### src/icache_pkg.sv
`default_nettype none

package icache_pkg;

    // physical address fields
    localparam int TAG_W    = 20;
    localparam int INDEX_W  = 7;
    localparam int OFFSET_W = 5;

    localparam int BANK_NUM = 8;
    localparam int SET_NUM  = 128;
    localparam int LINE_W   = 256;

    typedef struct packed {
        logic        valid;
        logic [31:0] pc;
        logic        uncached;
    } fetch_req_t;

    typedef struct packed {
        logic        valid;
        logic [31:0] pc;
        logic [31:0] inst;
    } fetch_rsp_t;

    // mode 3 is a no-op
    typedef enum logic [1:0] {
        CACOP_IDX_INIT,
        CACOP_IDX_INV,
        CACOP_HIT_INV,
        CACOP_NONE
    } cacop_mode_e;

    typedef struct packed {
        logic        en;
        cacop_mode_e mode;
        logic [31:0] addr;
    } cacop_t;

    typedef struct packed {
        logic [31:0] addr;
        logic        line;  // clear for a single word
    } mem_req_t;

    typedef struct packed {
        logic             valid;
        logic [TAG_W-1:0] tag;
    } tagv_t;

    typedef enum logic [1:0] {
        REF_IDLE,
        REF_REQ,
        REF_WAIT,
        REF_DROP
    } refill_state_e;

    typedef enum logic [1:0] {
        UNC_IDLE,
        UNC_REQ,
        UNC_WAIT
    } unc_state_e;

endpackage

`default_nettype wire

### src/icache_mem_arb.sv
`default_nettype none

module icache_mem_arb (
    input  logic                          clk,
    input  logic                          reset,
    input  logic                          line_req_valid_i,
    input  icache_pkg::mem_req_t          line_req_i,
    output logic                          line_req_ready_o,
    output logic                          line_rsp_valid_o,
    output logic [icache_pkg::LINE_W-1:0] line_rsp_data_o,
    input  logic                          word_req_valid_i,
    input  icache_pkg::mem_req_t          word_req_i,
    output logic                          word_req_ready_o,
    output logic                          word_rsp_valid_o,
    output logic [31:0]                   word_rsp_word_o,
    output logic                          mem_req_valid_o,
    output icache_pkg::mem_req_t          mem_req_o,
    input  logic                          mem_req_ready_i,
    input  logic                          mem_rsp_valid_i,
    input  logic [icache_pkg::LINE_W-1:0] mem_rsp_data_i
);

    logic outst_q;      // one request in flight
    logic own_line_q;
    logic hold_q;       // presented but not yet taken
    logic hold_line_q;
    logic sel_line;

    // keep the choice stable while the port holds off
    assign sel_line = hold_q ? hold_line_q : line_req_valid_i;

    assign mem_req_valid_o  = !outst_q && (line_req_valid_i || word_req_valid_i);
    assign mem_req_o        = sel_line ? line_req_i : word_req_i;
    assign line_req_ready_o = !outst_q && sel_line && mem_req_ready_i;
    assign word_req_ready_o = !outst_q && !sel_line && mem_req_ready_i;

    always_ff @(posedge clk) begin
        if (reset) begin
            outst_q     <= 1'b0;
            own_line_q  <= 1'b0;
            hold_q      <= 1'b0;
            hold_line_q <= 1'b0;
        end else begin
            if (mem_req_valid_o && mem_req_ready_i) begin
                outst_q    <= 1'b1;
                own_line_q <= sel_line;
            end else if (mem_rsp_valid_i) begin
                outst_q <= 1'b0;
            end
            hold_q      <= mem_req_valid_o && !mem_req_ready_i;
            hold_line_q <= sel_line;
        end
    end

    assign line_rsp_valid_o = mem_rsp_valid_i && outst_q && own_line_q;
    assign word_rsp_valid_o = mem_rsp_valid_i && outst_q && !own_line_q;
    assign line_rsp_data_o  = mem_rsp_data_i;
    assign word_rsp_word_o  = mem_rsp_data_i[31:0];  // word sits in the low lane

endmodule

`default_nettype wire

### config.mk
export PLATFORM = sky130hd
export DESIGN_NAME = icache_mem_arb
export DESIGN_NICKNAME = d
export VERILOG_FILES = /design/src/icache_pkg.sv /design/src/icache_mem_arb.sv
export SDC_FILE = /design/constraint.sdc
export NUM_CORES = 1
export LEC_CHECK = 0
export BUFFER_PORTS_ARGS = -buffer_cell sky130_fd_sc_hd__buf_2
export CAP_MARGIN = 20
export CORE_AREA = 8 8 250 252
export CTS_CLUSTER_DIAMETER = 200
export DETAILED_ROUTE_END_ITERATION = 10
export DIE_AREA = 0 0 258 260
export GPL_TIMING_DRIVEN = 0
export HOLD_SLACK_MARGIN = 0.03
export PLACE_DENSITY = 0.33
export SLEW_MARGIN = 15
export SYNTH_ARGS = -nofsm -noshare
export SYNTH_HDL_FRONTEND = slang
export SYNTH_SLANG_ARGS = --single-unit
export TNS_END_PERCENT = 5
### constraint.sdc
create_clock -name clk -period 3.68 [get_ports clk]
set_input_delay 0 -clock clk [delete_from_list [all_inputs] [get_ports clk]]
set_output_delay 0 -clock clk [all_outputs]
set_load 0.01 [all_outputs]
==> impl.org <==
** Layout
- Most frequent cells in the layout :: sky130_fd_sc_hd__buf_2, sky130_fd_sc_hd__buf_4, sky130_fd_sc_hd__mux2_2
- The final layout contains 1076 nets.
- Filler instances :: 6794
- Post-synthesis to final-layout area growth :: 111%
- Leaving out fill and tap cells, the most frequent cell in the layout is sky130_fd_sc_hd__buf_2.
- Cells fill 9.91% of the core in the end.
- The post-route netlist has 97.2% of its cells at a drive strength greater than 1.

** Worst setup path
- Setup slack on the worst reg-to-reg path comes out at 2.29 ns.
- At the worst endpoint, the arrival time is 1.97 ns.
- Along the worst path, the maximum fanout reaches 10.
- The slowest stage of the critical path is the sky130_fd_sc_hd__mux2i_4 cell.
- STA classifies the critical path endpoint as an output port.
- CP Launch Type :: flip-flop
- Traced cell by cell, the critical path runs through mux2i_4 -> buf_4 -> mux2_2 -> buf_2.
- Startpoint-to-endpoint class of the critical path :: flip-flop to output port
- On the worst path, the slowest cell contributes a delay of 0.51 ns.
- STA puts the critical path data required time at 3.68 ns.

** Clock tree
- In this run, post-CTS repair resized a total of 0 instances.
- Counting the buffers created by CTS gives 3.
- In this run the number of H-tree levels came out at 1.
- TritonCTS clock tree :: built
- Number of sinks driven by the clock tree :: 4
- No sink is reached through more buffers than the 2 on the longest clock path.
- Clock transition at the register clock pins on the worst setup and hold paths after CTS :: 0.03 ns
- Clk Latency, worst-skew pair :: 0.22 ns
- CTS Root Cell :: sky130_fd_sc_hd__clkbuf_16

** Routing
- For this block, the via count after detailed routing is 3439.
- Final Routed Wirelength :: 19.5 mm
- DRC violation total after the first TritonRoute iteration :: 74
- Number of routed nets with antenna violations :: 0
- After detailed routing, the average wire length per cell comes to 12.8 um.
- Post-route DRC :: 0
- The pre-antenna-repair detailed-routing pass consisted of 4 iterations.
- Via-to-Cell Ratio :: 2.26

** Floorplanning
- The initialized floorplan defines 89 standard-cell rows.
- Starting utilization of the core area :: 4.71%
- Placeable core area :: 58500 um2
- In this run the horizontal extent of the chip is 258 um.
- The die covers 67100 um2.
- Number of I/O pins :: 654
- DIE HEIGHT :: 260 um

** Synthesis
- Counting distinct cell types in the post-synthesis netlist gives 17.
- The cell count after synthesis came out at 345.
- In the synthesized netlist the dominant register cell turns out to be sky130_fd_sc_hd__dfxtp_1.
- Combinational family with the most area after synthesis :: buffers and inverters
- Sequential fraction of the synthesis area :: 2.91%
- Largest area contributor in the synthesized netlist :: sky130_fd_sc_hd__buf_4
- Post-synthesis share of cell area spent on xor and xnor gates :: 0%
- Number of warnings printed during yosys synthesis :: 0
- Summing the areas of all and, or, nand and nor instances in the mapped netlist gives 2.18% of the synthesized area.
- Post-synthesis area per instance :: 7.98 um2
- Share of synthesized cell area in full adder, half adder and majority cells :: 0%
- Number of flops mapped to enable cells by yosys :: 0
- In the synthesized netlist, mux cells make up 14.6% of the area.
- In this run, synthesis produced a sequential element count of 4.
- Synth top area share :: 79.1%
- Synthesized Nets :: 673
- Leading cell types by total area after synthesis :: sky130_fd_sc_hd__buf_4, sky130_fd_sc_hd__mux2_2, sky130_fd_sc_hd__dfxtp_1
- After synthesis, the share of flip-flops with an asynchronous set or reset is 0%.
- Summing the areas of all compound-gate instances in the mapped netlist gives 0.682% of the synthesized area.
- Syn Std Cell Area :: 2750 um2

** Place
- During placement, the flow inserted port buffers numbering 397.
- Placed wire-length estimate after detailed placement :: 18.7 mm
- Global placer's final weighted congestion :: 0.804

** Power
- The analysis attributes to cell leakage a power of 3.23 nW.
- In this run switching power makes up 34.6% of total power.
- VDD sags by at most 151 uV.
- In this run the power density over the cells is 152 nW/um2.
- Of the total power, registers draw 5.6%.
- Int Pwr :: 0.577 mW
- Clk network pwr share :: 18.9%
- Combinational cell fraction of total power :: 75.5%
- Switching Power :: 0.306 mW

** STA
- Setup repair after global routing missed its margin :: false
- Tightest slew margin relative to the limit :: 65.6%
- Post-route clock period utilization :: 53.4%
- Shortest period the worst path allows :: 1.97 ns
- Peak Freq :: 509 MHz
- For the pin with the worst max-slew slack, the measured transition is 0.505 ns.
- Final sum of negative setup slack :: 0 ns
- Number of endpoints with negative hold slack in the final report :: 0
- Pins over their slew limit :: 0
- Total of endpoints with negative setup slack in the final report :: 0
- On the final layout, the worst clock skew is 0.000591 ns.

** Global routing
- Global-route usage over all layers :: 5.04%
- Wire length of the first global-routing pass :: 25.6 mm
- Via count of the first global-routing pass :: 3951
- Entering global routing, the biggest net connects 11 pins.
- Remaining global-route overflow :: 0
- The number of antenna violations at the first check in global routing is 9.

** Outcome
- Run status :: complete, no violations

** Flow run
- The tool flagged a number of max-cap violations equal to 0.

** Min path
- Worst min-delay path category :: input port to flip-flop
[timing repair]
item                      CTS  global route
hold buffers                1             0
buffers inserted            0             0
hold endpoints to repair    4             0
[metal layers]
metal / vias up / GRT usage [%] / part of all wire, %
met4: 6 / 0.312 / 1.0
met3: 20 / 3.56 / 16
met2: 361 / 10.9 / 58
met5: - / 0 / 0.18
met1: 1460 / 3.46 / 25
li1: 1592 / - / -
[metrics by stage]
stage / area [um2] / std cells / total power [mW] / hold slack (ns) / worst slack (ns)
after CTS: 5790 / 1519 / 0.904 / 0.0318 / 1.59
after global routing: 5790 / 1519 / 0.944 / 0.0441 / 1.55
after global placement: 5710 / 1515 / 0.737 / 0.189 / 1.86
after floorplan: 2750 / 345 / 0.456 / 0.0691 / 2.37
final: 5790 / 1520 / 0.882 / 0.00794 / 1.71
after detailed placement: 5710 / 1515 / 0.732 / 0.187 / 1.84
[worst max-delay path, delay by kind of cell, from the launching register on]
kind / cells / cell delay (ns)
flops: 1 / 0.36
mux: 2 / 0.89
buf+inv: 2 / 0.49
[Yosys cell counts, types with 2 or more instances]
library cell	count
sky130_fd_sc_hd__nor2_1	6
sky130_fd_sc_hd__dfxtp_1	4
sky130_fd_sc_hd__mux2_2	31
sky130_fd_sc_hd__mux2_4	2
sky130_fd_sc_hd__buf_4	290
[flip-flops by register name, indices dropped and copies added (netlist names)]
signal       flops
hold_q           1
outst_q          1
own_line_q       1
hold_line_q      1
[power by group through the flow]
stage	combinational (mW)	sequential (mW)	clock, mW
6_report	0.667	0.0494	0.166
3_3_place_gp	0.687	0.0499	0
2_1_floorplan	0.406	0.0493	0
4_1_cts	0.686	0.0493	0.169
5_1_grt	0.722	0.0497	0.173
3_5_place_dp	0.682	0.0499	0
[cell families after synthesis]
logic type      after synthesis
flops                         4
mux                          34
buf+inv                     292
simple gates                 12
compound gates                3
[final cells by class]
class / count / area (um2) / share of cell area, %
plain buffers: 291 / 2190 / 37.8
repair buffers: 398 / 2000 / 34.5
well taps: 773 / 967 / 16.7
multi-input cells: 49 / 480 / 8.29
flip-flops and latches: 4 / 80.1 / 1.38
clock buffers: 3 / 75.1 / 1.30
inverters: 1 / 3.75 / 0.0648
diodes: 1 / 2.50 / 0.0432
[worst paths after layout]
kind,from,to,cells past startpoint
worst min-delay path,mem_req_ready_i,hold_q$_SDFF_PP0_,2
worst max register to register,hold_q$_SDFF_PP0_,hold_line_q$_SDFF_PP0_,3
worst min register to register,own_line_q$_SDFFE_PP0P_,own_line_q$_SDFFE_PP0P_,2
worst max-delay path,hold_q$_SDFF_PP0_,mem_req_o[24],4
No activity file was read; power rests on OpenSTA's default activity.
